===== src/rtl/ctrl_pkg.sv =====
`default_nettype none

package ctrl_pkg;

    ////////////////////////////////////////
    // fetch/decode stage controls
    ////////////////////////////////////////

    typedef struct packed {
        // instruction word request, held until i_odv
        logic i_req;
        // interrupt entry, two cycles
        logic intr_save;
        logic pc_load;
        logic decode;
        logic exec;
        // class flags, only valid together with exec
        logic exec_two_word;
        logic exec_illegal;
        // second word of a two-word instruction has arrived
        logic operand;
    } fetch_ctrl_t;

    ////////////////////////////////////////
    // memory/port stage controls
    ////////////////////////////////////////

    typedef struct packed {
        logic d_req;
        logic d_write;
        // capture strobe while the data bus transfer is open
        logic d_latch;
        logic port_out;
        logic port_in;
    } mem_ctrl_t;

    ////////////////////////////////////////
    // writeback stage controls
    ////////////////////////////////////////

    typedef struct packed {
        logic wb_en;
        // source selects, both low means alu result
        logic wb_from_mem;
        logic wb_from_port;
    } wb_ctrl_t;

endpackage

`default_nettype wire


===== src/rtl/isa_pkg.sv =====
`default_nettype none

package isa_pkg;

    ////////////////////////////////////////
    // opcode field
    ////////////////////////////////////////

    localparam int opcode_w = 6;

    typedef logic [opcode_w-1:0] opcode_t;

    // last register-form opcode, odd ones carry an immediate word
    localparam opcode_t OPC_ALU_LAST = 6'o33;

    // two-word range above the register forms
    localparam opcode_t OPC_WIDE_FIRST = 6'o50;
    localparam opcode_t OPC_WIDE_LAST = 6'o52;

    // anything above this traps as illegal
    localparam opcode_t OPC_LEGAL_LAST = 6'o55;

    typedef enum logic [1:0] {
        CLS_ONE_WORD,
        CLS_TWO_WORD,
        CLS_ILLEGAL
    } op_class_t;

    function automatic op_class_t classify_opcode(opcode_t op);
        op_class_t cls;
        if (op > OPC_LEGAL_LAST)
            cls = CLS_ILLEGAL;
        else if ((op[0] && (op <= OPC_ALU_LAST)) ||
                 ((op >= OPC_WIDE_FIRST) && (op <= OPC_WIDE_LAST)))
            cls = CLS_TWO_WORD;
        else
            cls = CLS_ONE_WORD;
        return cls;
    endfunction

    ////////////////////////////////////////
    // memory stage operations
    ////////////////////////////////////////

    typedef logic [4:0] mem_op_t;

    localparam mem_op_t MEM_NOP = 5'd0;
    localparam mem_op_t MEM_LOAD = 5'd2;
    localparam mem_op_t MEM_STORE = 5'd12;
    localparam mem_op_t MEM_PORT_OUT = 5'd15;
    localparam mem_op_t MEM_PORT_IN = 5'd16;

    ////////////////////////////////////////
    // writeback operations
    ////////////////////////////////////////

    typedef logic [1:0] wb_op_t;

    localparam wb_op_t WB_NONE = 2'd0;
    localparam wb_op_t WB_MEM = 2'd1;
    localparam wb_op_t WB_ALU = 2'd2;
    localparam wb_op_t WB_PORT = 2'd3;

endpackage

`default_nettype wire


===== src/rtl/controller_top.sv =====
`timescale 1ns/100ps
`default_nettype none

module controller_top (
    input  wire logic                clk,
    input  wire logic                rst,
    input  wire isa_pkg::opcode_t    opcode,
    input  wire logic                pc_w,
    input  wire logic                i_pending,
    input  wire logic                i_odv,
    input  wire logic                d_odv,
    input  wire logic                hs_in,
    input  wire isa_pkg::mem_op_t    st1,
    input  wire isa_pkg::wb_op_t     st2,
    output ctrl_pkg::fetch_ctrl_t    fetch_ctrl,
    output ctrl_pkg::mem_ctrl_t      mem_ctrl,
    output ctrl_pkg::wb_ctrl_t       wb_ctrl,
    output logic                     hs_out
);

    // idle levels handed between stages
    logic fetch_idle;
    logic mem_idle;
    logic wb_idle;
    logic wb_data_ready;

    fetch_decode_stage fetch_i (
        .clk        (clk),
        .rst        (rst),
        .opcode     (opcode),
        .pc_w       (pc_w),
        .i_pending  (i_pending),
        .i_odv      (i_odv),
        .wb_idle    (wb_idle),
        .fetch_idle (fetch_idle),
        .fetch_ctrl (fetch_ctrl)
    );

    mem_stage mem_i (
        .clk           (clk),
        .rst           (rst),
        .st1           (st1),
        .fetch_idle    (fetch_idle),
        .wb_data_ready (wb_data_ready),
        .d_odv         (d_odv),
        .hs_in         (hs_in),
        .mem_idle      (mem_idle),
        .mem_ctrl      (mem_ctrl),
        .hs_out        (hs_out)
    );

    writeback_stage wb_i (
        .clk           (clk),
        .rst           (rst),
        .st2           (st2),
        .mem_idle      (mem_idle),
        .d_odv         (d_odv),
        .wb_idle       (wb_idle),
        .wb_data_ready (wb_data_ready),
        .wb_ctrl       (wb_ctrl)
    );

endmodule

`default_nettype wire


===== src/rtl/fetch_decode_stage.sv =====
`timescale 1ns/100ps
`default_nettype none

module fetch_decode_stage (
    input  wire logic                  clk,
    input  wire logic                  rst,
    input  wire isa_pkg::opcode_t      opcode,
    input  wire logic                  pc_w,
    input  wire logic                  i_pending,
    input  wire logic                  i_odv,
    input  wire logic                  wb_idle,
    output logic                       fetch_idle,
    output ctrl_pkg::fetch_ctrl_t      fetch_ctrl
);

    import isa_pkg::*;

    typedef enum logic [3:0] {
        F_IDLE,
        F_PC_LOAD,
        F_PC_HOLD,
        F_INTR_0,
        F_INTR_1,
        F_FETCH,
        F_DECODE,
        F_EXEC_ONE,
        F_EXEC_TWO,
        F_EXEC_ILL,
        F_OPND_WAIT,
        F_OPND
    } fetch_state_t;

    fetch_state_t state;
    fetch_state_t state_nxt;

    ////////////////////////////////////////
    // state register
    ////////////////////////////////////////

    always_ff @(posedge clk)
    begin
        if (rst)
            state <= F_IDLE;
        else
            state <= state_nxt;
    end

    ////////////////////////////////////////
    // next state
    ////////////////////////////////////////

    always_comb
    begin
        state_nxt = state;
        case (state)
            F_IDLE:
            begin
                // hold off until writeback has drained
                if (wb_idle)
                begin
                    if (pc_w)
                        state_nxt = F_PC_LOAD;
                    else if (i_pending)
                        state_nxt = F_INTR_0;
                    else
                        state_nxt = F_FETCH;
                end
            end
            F_PC_LOAD:
            begin
                if (i_pending)
                    state_nxt = F_INTR_0;
                else
                    state_nxt = F_PC_HOLD;
            end
            F_PC_HOLD:   state_nxt = F_FETCH;
            F_INTR_0:    state_nxt = F_INTR_1;
            F_INTR_1:    state_nxt = F_FETCH;
            F_FETCH:
            begin
                if (i_odv)
                    state_nxt = F_DECODE;
            end
            F_DECODE:
            begin
                // the opcode picks which exec state follows
                case (classify_opcode(opcode))
                    CLS_TWO_WORD: state_nxt = F_EXEC_TWO;
                    CLS_ILLEGAL:  state_nxt = F_EXEC_ILL;
                    default:      state_nxt = F_EXEC_ONE;
                endcase
            end
            F_EXEC_TWO:  state_nxt = F_OPND_WAIT;
            F_OPND_WAIT:
            begin
                if (i_odv)
                    state_nxt = F_OPND;
            end
            F_EXEC_ONE,
            F_EXEC_ILL,
            F_OPND:      state_nxt = F_IDLE;
            default:     state_nxt = F_IDLE;
        endcase
    end

    ////////////////////////////////////////
    // outputs, from state only
    ////////////////////////////////////////

    assign fetch_idle = (state == F_IDLE);

    always_comb
    begin
        fetch_ctrl = '0;
        case (state)
            F_PC_LOAD:   fetch_ctrl.pc_load = 1'b1;
            F_INTR_0,
            F_INTR_1:    fetch_ctrl.intr_save = 1'b1;
            F_FETCH,
            F_OPND_WAIT: fetch_ctrl.i_req = 1'b1;
            F_DECODE:    fetch_ctrl.decode = 1'b1;
            F_EXEC_ONE:  fetch_ctrl.exec = 1'b1;
            F_EXEC_TWO:
            begin
                fetch_ctrl.exec = 1'b1;
                fetch_ctrl.exec_two_word = 1'b1;
            end
            F_EXEC_ILL:
            begin
                fetch_ctrl.exec = 1'b1;
                fetch_ctrl.exec_illegal = 1'b1;
            end
            F_OPND:      fetch_ctrl.operand = 1'b1;
            default:     fetch_ctrl = '0;
        endcase
    end

endmodule

`default_nettype wire


===== src/rtl/mem_stage.sv =====
`timescale 1ns/100ps
`default_nettype none

module mem_stage (
    input  wire logic                clk,
    input  wire logic                rst,
    input  wire isa_pkg::mem_op_t    st1,
    input  wire logic                fetch_idle,
    input  wire logic                wb_data_ready,
    input  wire logic                d_odv,
    input  wire logic                hs_in,
    output logic                     mem_idle,
    output ctrl_pkg::mem_ctrl_t      mem_ctrl,
    output logic                     hs_out
);

    import isa_pkg::*;

    typedef enum logic [3:0] {
        M_IDLE,
        M_DISPATCH,
        M_LD_WAIT,
        M_LD_XFER,
        M_LD_DONE,
        M_ST_WAIT,
        M_ST_XFER,
        M_ST_DONE,
        M_POUT_REQ,
        M_POUT_ACK,
        M_PIN_REQ,
        M_PIN_ACK
    } mem_state_t;

    mem_state_t state;
    mem_state_t state_nxt;
    logic       fetch_idle_q;

    ////////////////////////////////////////
    // registers
    ////////////////////////////////////////

    // one cycle behind the fetch stage
    always_ff @(posedge clk)
    begin
        if (rst)
        begin
            state <= M_IDLE;
            fetch_idle_q <= 1'b0;
        end
        else
        begin
            state <= state_nxt;
            fetch_idle_q <= fetch_idle;
        end
    end

    ////////////////////////////////////////
    // next state
    ////////////////////////////////////////

    always_comb
    begin
        state_nxt = state;
        case (state)
            M_IDLE:
            begin
                if (fetch_idle_q)
                    state_nxt = M_DISPATCH;
            end
            M_DISPATCH:
            begin
                case (st1)
                    MEM_LOAD:     state_nxt = M_LD_WAIT;
                    MEM_STORE:    state_nxt = M_ST_WAIT;
                    MEM_PORT_OUT: state_nxt = M_POUT_REQ;
                    MEM_PORT_IN:  state_nxt = M_PIN_REQ;
                    // nop and unsupported codes
                    default:      state_nxt = M_IDLE;
                endcase
            end
            // data bus waits on writeback before opening a transfer
            M_LD_WAIT:  if (wb_data_ready) state_nxt = M_LD_XFER;
            M_LD_XFER:  if (d_odv)         state_nxt = M_LD_DONE;
            M_ST_WAIT:  if (wb_data_ready) state_nxt = M_ST_XFER;
            M_ST_XFER:  if (d_odv)         state_nxt = M_ST_DONE;
            // four-phase port handshake
            M_POUT_REQ: if (hs_in)         state_nxt = M_POUT_ACK;
            M_POUT_ACK: if (!hs_in)        state_nxt = M_IDLE;
            M_PIN_REQ:  if (hs_in)         state_nxt = M_PIN_ACK;
            M_PIN_ACK:  if (!hs_in)        state_nxt = M_IDLE;
            M_LD_DONE,
            M_ST_DONE:  state_nxt = M_IDLE;
            default:    state_nxt = M_IDLE;
        endcase
    end

    ////////////////////////////////////////
    // outputs, from state only
    ////////////////////////////////////////

    assign mem_idle = (state == M_IDLE);
    assign hs_out = (state == M_POUT_ACK) || (state == M_PIN_ACK);

    always_comb
    begin
        mem_ctrl = '0;
        case (state)
            M_LD_WAIT:  mem_ctrl.d_req = 1'b1;
            M_LD_XFER:
            begin
                mem_ctrl.d_req = 1'b1;
                mem_ctrl.d_latch = 1'b1;
            end
            M_ST_WAIT:
            begin
                mem_ctrl.d_req = 1'b1;
                mem_ctrl.d_write = 1'b1;
            end
            M_ST_XFER:
            begin
                mem_ctrl.d_req = 1'b1;
                mem_ctrl.d_latch = 1'b1;
                mem_ctrl.d_write = 1'b1;
            end
            M_ST_DONE:  mem_ctrl.d_write = 1'b1;
            M_POUT_REQ,
            M_POUT_ACK: mem_ctrl.port_out = 1'b1;
            M_PIN_REQ,
            M_PIN_ACK:  mem_ctrl.port_in = 1'b1;
            default:    mem_ctrl = '0;
        endcase
    end

endmodule

`default_nettype wire


===== src/rtl/writeback_stage.sv =====
`timescale 1ns/100ps
`default_nettype none

module writeback_stage (
    input  wire logic               clk,
    input  wire logic               rst,
    input  wire isa_pkg::wb_op_t    st2,
    input  wire logic               mem_idle,
    input  wire logic               d_odv,
    output logic                    wb_idle,
    output logic                    wb_data_ready,
    output ctrl_pkg::wb_ctrl_t      wb_ctrl
);

    import isa_pkg::*;

    typedef enum logic [2:0] {
        W_IDLE,
        W_DISPATCH,
        W_MEM,
        W_ALU,
        W_PORT
    } wb_state_t;

    wb_state_t state;
    wb_state_t state_nxt;

    always_ff @(posedge clk)
    begin
        if (rst)
            state <= W_IDLE;
        else
            state <= state_nxt;
    end

    always_comb
    begin
        state_nxt = state;
        case (state)
            W_IDLE:     if (mem_idle) state_nxt = W_DISPATCH;
            W_DISPATCH:
            begin
                case (st2)
                    WB_MEM:  state_nxt = W_MEM;
                    WB_ALU:  state_nxt = W_ALU;
                    WB_PORT: state_nxt = W_PORT;
                    default: state_nxt = W_IDLE;
                endcase
            end
            // stay on the write port until memory data shows up
            W_MEM:      if (d_odv) state_nxt = W_IDLE;
            default:    state_nxt = W_IDLE;
        endcase
    end

    ////////////////////////////////////////
    // outputs, from state only
    ////////////////////////////////////////

    assign wb_idle = (state == W_IDLE);
    assign wb_data_ready = (state != W_MEM);

    always_comb
    begin
        wb_ctrl = '0;
        wb_ctrl.wb_en = (state == W_MEM) || (state == W_ALU) || (state == W_PORT);
        wb_ctrl.wb_from_mem = (state == W_MEM);
        wb_ctrl.wb_from_port = (state == W_PORT);
    end

endmodule

`default_nettype wire


===== config.mk =====
export PLATFORM = sky130hd
export DESIGN_NAME = controller_top
export DESIGN_NICKNAME = d
export VERILOG_FILES = /design/src/rtl/ctrl_pkg.sv /design/src/rtl/isa_pkg.sv /design/src/rtl/controller_top.sv /design/src/rtl/fetch_decode_stage.sv /design/src/rtl/mem_stage.sv /design/src/rtl/writeback_stage.sv
export SDC_FILE = /design/constraint.sdc
export NUM_CORES = 1
export LEC_CHECK = 0
export BUFFER_PORTS_ARGS = -buffer_cell sky130_fd_sc_hd__buf_2
export CORE_MARGIN = 3
export CORE_UTILIZATION = 45
export DETAILED_ROUTE_END_ITERATION = 10
export HOLD_SLACK_MARGIN = 0.08
export PLACE_DENSITY = 0.74
export SLEW_MARGIN = 20
export SYNTH_ARGS = -nofsm -noshare
export SYNTH_HDL_FRONTEND = slang
export SYNTH_SLANG_ARGS = --single-unit
export TNS_END_PERCENT = 50

===== constraint.sdc =====
create_clock -name clk -period 1.55 [get_ports clk]
set_clock_uncertainty 0.2 [all_clocks]
set_input_delay 0.155 -clock clk [delete_from_list [all_inputs] [get_ports clk]]
set_output_delay 0.155 -clock clk [all_outputs]
set_load 0.005 [all_outputs]

---- Word-level counts from Yosys, hierarchy flattened ----
Index checks and enable logic that the tools add are counted.
W data, S select, Z words.
word-level totals
  flip-flop bits (word level) ............. 12
  bits of input ports ..................... 20
  output and inout bits ................... 17
  logic and storage cells ................. 116
cells by class
  equal/unequal tests ..................... 48
  reduce and logical (&&, ||, !) cells .... 22
  multiplexer cells ....................... 38
  $lt $le $gt $ge ......................... 4
operators by type and width
  operator              count
  $mux W4               12
  $pmux W4 S9           1
  $eq A4 B4 Y1 const B  8
  $pmux W4 S8           1
  $eq A4 B3 Y1 const B  7
  $ne A2 B2 Y1 const B  10
  $pmux W3 S3           2
  $eq A4 B2 Y1 const B  4
  $pmux W4 S4           1
  $mux W1               15
  $reduce_or A2 Y1      7
  $eq A5 B4 Y1 const B  2
  $mux W3               3
  $eq A4 B1 Y1 const B  2
  $logic_not A4 Y1      2
  $pmux W4 S2           1
  $reduce_and A8 Y1     1
  $eq A2 B2 Y1 const B  3
  $eq A3 B2 Y1 const B  2
  $ge A6 B6 Y1 const B  1
  $gt A6 B6 Y1 const B  1
  $le A6 B5 Y1 const B  1
  $le A6 B6 Y1 const B  1
  $ne A2 B1 Y1 const B  3
  other kinds (14)      21

---- Depth between registers and ports, before layout ----
  depth after elaboration ................. 9
  mapped depth ............................ 6
  depth with buffers taken out ............ 5

---- Cells and area by module ----
Synthesis repeated with hierarchy kept, for this count alone.
unflattened totals
  cells, all modules ...................... 151
  area, all modules ....................... 1177.4 um^2
by module, submodules not included
  module              area an instance (um^2)  seq. area each (um^2)  cells each  instances
  fetch_decode_stage  518.0                    80.1                   68          1
  mem_stage           479.2                    100.1                  64          1
  writeback_stage     180.2                    60.1                   19          1

---- Least setup slack after synthesis ----
No wires, ideal clock.
  path kind ............................... register to register
  start point ............................. reg fetch_i.state[1]
  end point ............................... reg fetch_i.state[1]
  required time ........................... 1234 ps
  library setup time ...................... 116 ps
  data arrival time ....................... 1325 ps
  clock period less this slack ............ 1641 ps
  setup slack ............................. -91 ps
  path buffers ............................ 1
  stages on the path, launching flop included .. 6
  path through ............................ dfxtp_1 -> or2_1 -> buf_6 -> or3_1 -> and4_4 -> a31o_1
on the way
  longest elaborated chain between the ends .. 3
  elaborated cells on any way between the ends .. 15
  classes of those cells .................. eq/ne: 11; mux: 1; reduce/logical: 3
ends and longest elaborated chain
  item                                                        RTL line                  source
  start, declared                                             fetch_decode_stage.sv:33  fetch_state_t state;
  start signal, assigned                                      fetch_decode_stage.sv:45  state <= state_nxt;
  $eq A4 B2 Y1, or another cell as far along                  fetch_decode_stage.sv:55  case (state)
  $reduce_or A2 Y1 (no line) or $ne A2 B2 Y1 (tied branches)  --
  $pmux W4 S8 or $reduce_and A3 Y1 (tied branches)            --
Several ways; a longest one is shown, not always the timed one.
A chain may end at the register's enable or synchronous reset.

---- Final worst setup path ----
  start point ............................. reg fetch_i.state[0]
  end point ............................... reg fetch_i.state[2]
Same word-level chain as after synthesis.

==> impl_metrics.yaml <==
outcome:
  outcome: "finished, violations left"
  failed_checks: "negative setup slack"
layout:
  fin_cells: 238
  multi_input_area_sq_um: 955
  fin_nets: 234
  drive_gt1_share_pct: 52.4
  n_antenna_cell: 0
  seqCellArea_sq_um: 262
  syn2layout_area_growth_pct: 59.2
  fill_cells: 164
synth:
  synth_most_common_cell: "nor2_1"
  ys_seq_elements: 12
  synth_top_area_share_pct: 22.1
  synthArstFlopShare_pct: 0
  synth_edf_count: 0
  synth-main-ff-cell: "dfxtp_1"
  synth_cell_types: 43
  synth.area.top_cells: "dfxtp_1, nor2_1, a21oi_1"
  yosysSeqAreaShare_pct: 22.1
  yosysTopAreaCell: "dfxtp_1"
  synthesis.nets: 177
  syn-instance-count: 155
  yosysWarnings: 0
  syn_area_per_cell_sq_um: 7.02
  synth_common_cells: "nor2_1, a21oi_1, dfxtp_1"
  synth_area_sq_um: 1090
die:
  dieArea_sq_um: 3050
  dieHeight_um: 55.2
  ios: 37
  start_util_pct: 48.3
  core_sq_um: 2250
  die_w_um: 55.2
  fp-row-count: 17
sta:
  tightestPinTransition_ns: 0.411
  holdWs_ns: 0.101
  hold_viol_final: 0
  fin_crit_sh_pct: 108
  fin_ws_ns: -0.124
  finalSetupViolCount: 10
  rsz0062_at_grt: "true"
  slew_headroom_pct: 71.9
  slew_violations: 0
  max_freq_ghz: 0.597
  layout_min_cycle_time_ns: 1.67
power_and_ir_drop:
  peakVddDrop_mv: 0.900
  p_leak_nw: 0.744
  p_per_area_nw_per_um2: 1510
cts:
  htree_levels: 1
  clk_latency_ns: 0.27
  cts.sinks: 12
  numCtsBuffers: 3
  cts_tree: "yes"
  root_buffer: "clkbuf_4"
  clkTransAtPathRegs_ns: 0.08
  cts_buffer_depth: 2
worst_setup_path:
  end_kind: "flop"
  crit_path_cell_trace: "buf_6, buf_6, nor3_1, o311ai_4, a221oi_2"
  crit_path_start_kind: "flop"
  path_common_cell: "buf_6"
  crit_required_ns: 1.53
  crit_type: "flop to flop"
  critPathBufInv: 2
  worstRegToRegCells: 5
  critical-path-slowest-cell: "nor3_1"
  path_depth: 5
  cp.arrival_ns: 1.66
  crit_fanout: 8
  cp_top_family: "simple AND/OR/NAND/NOR gates"
  cpPeakStageDelay_ns: 0.40
detailed_routing:
  wl_per_cell_um: 15.3
  vias_per_cell: 5.86
  drt_wl_total_um: 3640
  ant_nets: 0
  drc_errors: 0
  first_iter_violations: 30
  vias: 1394
  dr.pass1.iters: 4
placed_design:
  dp_cells: 230
  gp_congestion: 0.895
  portBuffers: 36
  place_ws_ns: -0.0863
  hpwl_um: 2440
global_routing:
  grt_pass1_vias: 1277
  antenna_found_initial: 0
  grt_max_degree: 17
  grt_pass1_wl_um: 5340
  grt.total_usage_pct: 24.0
  gr-total-overflow: 0
job:
  drv_cap: 0
min_path:
  hold_class: "primary input to flop"
  worstHoldPathCells: 4
state kept, by name, summed over array words and instances (netlist names):
register	count
fetch_i.state	4
mem_i.fetch_idle_q	1
mem_i.state	4
wb_i.state	3
layout by cell type (no fill, tap or decap), types with 5 or more instances in the layout:
master and instances:
dfxtp_2 5, nand2_1 8, nor2_1 13, buf_2 36
nor3_1 7, buf_6 10, nand2b_1 6, buf_4 17
a21oi_1 12
worst min-delay path, cell delays in order:
cell       delay (ns)
buf_2            0.11
o32ai_4          0.11
nor2_1           0.09
o2bb2ai_1        0.06
stage by stage:
step | total power, mW | util, % | setup TNS [ns] | area, sq um
finish | 2.61 | 76.9 | -0.529 | 1730
global route | 2.78 | 76.9 | -1.22 | 1730
CTS | 2.25 | 69.2 | -0.436 | 1560
detailed placement | 1.87 | 62.9 | -0.270 | 1420
global placement | 1.82 | 62.9 | -0.0345 | 1420
floorplan | 1.39 | - | -0.0467 | 1090
metal layers:
metal	part of all wire [%]	GRT usage, %	wire length (um)
met1	40	28.3	1460
met2	53	44.9	1920
met3	5.1	3.22	187
met4	2.0	6.48	72
met5	0	0	0
path summary, 6_finish.rpt:
kind	start	end	slack (ns)
setup / recovery	fetch_i.state[0]$_SDFFE_PP0P_	fetch_i.state[2]$_SDFFE_PP0P_	-0.12
hold / removal	d_odv	mem_i.state[1]$_SDFFE_PP0P_	0.10
setup reg to reg	fetch_i.state[0]$_SDFFE_PP0P_	fetch_i.state[2]$_SDFFE_PP0P_	-0.12
hold reg to reg	wb_i.state[2]$_SDFFE_PP0P_	wb_i.state[0]$_SDFFE_PP0P_	0.30
kinds of logic (layout without fill, tap and decap cells):
group / count (synthesis) / count (layout) / share of synthesized area (%)
and+or+nand+nor: 79 / 79 / 40.5
AOI/OAI and AO/OA: 39 / 39 / 22.9
buffers and inverters: 18 / 73 / 8.04
DFF: 12 / 12 / 22.1
xor gates and xnor gates: 3 / 3 / 2.41
adders and majority gates: 2 / 2 / 2.30
muxes: 2 / 2 / 1.84
cell type report:
type                       instances  share of cell area, %
clock buffer                       3                   1.30
sequential                        12                   15.1
inverter                           5                   1.08
multi-input combinational        125                   55.1
timing repair buffer              65                   25.4
tap                               28                   2.02
power by group:
| part | internal [mW] | switching (mW) |
|---|---|---|
| registers | 0.429 | 0.124 |
| clock network | 0.0897 | 0.0989 |
| logic | 0.978 | 0.893 |
| total | 1.50 | 1.12 |
repair_timing:
item / in CTS / in global routing
pin swaps: 11 / 14
buffers inserted: 3 / 1
hold buffers: 2 / 0
endpoints found under the setup margin: 16 / 22
endpoints found under the hold margin: 8 / 0
gates resized for setup: 26 / 38
(Power assumes the default switching activity.)
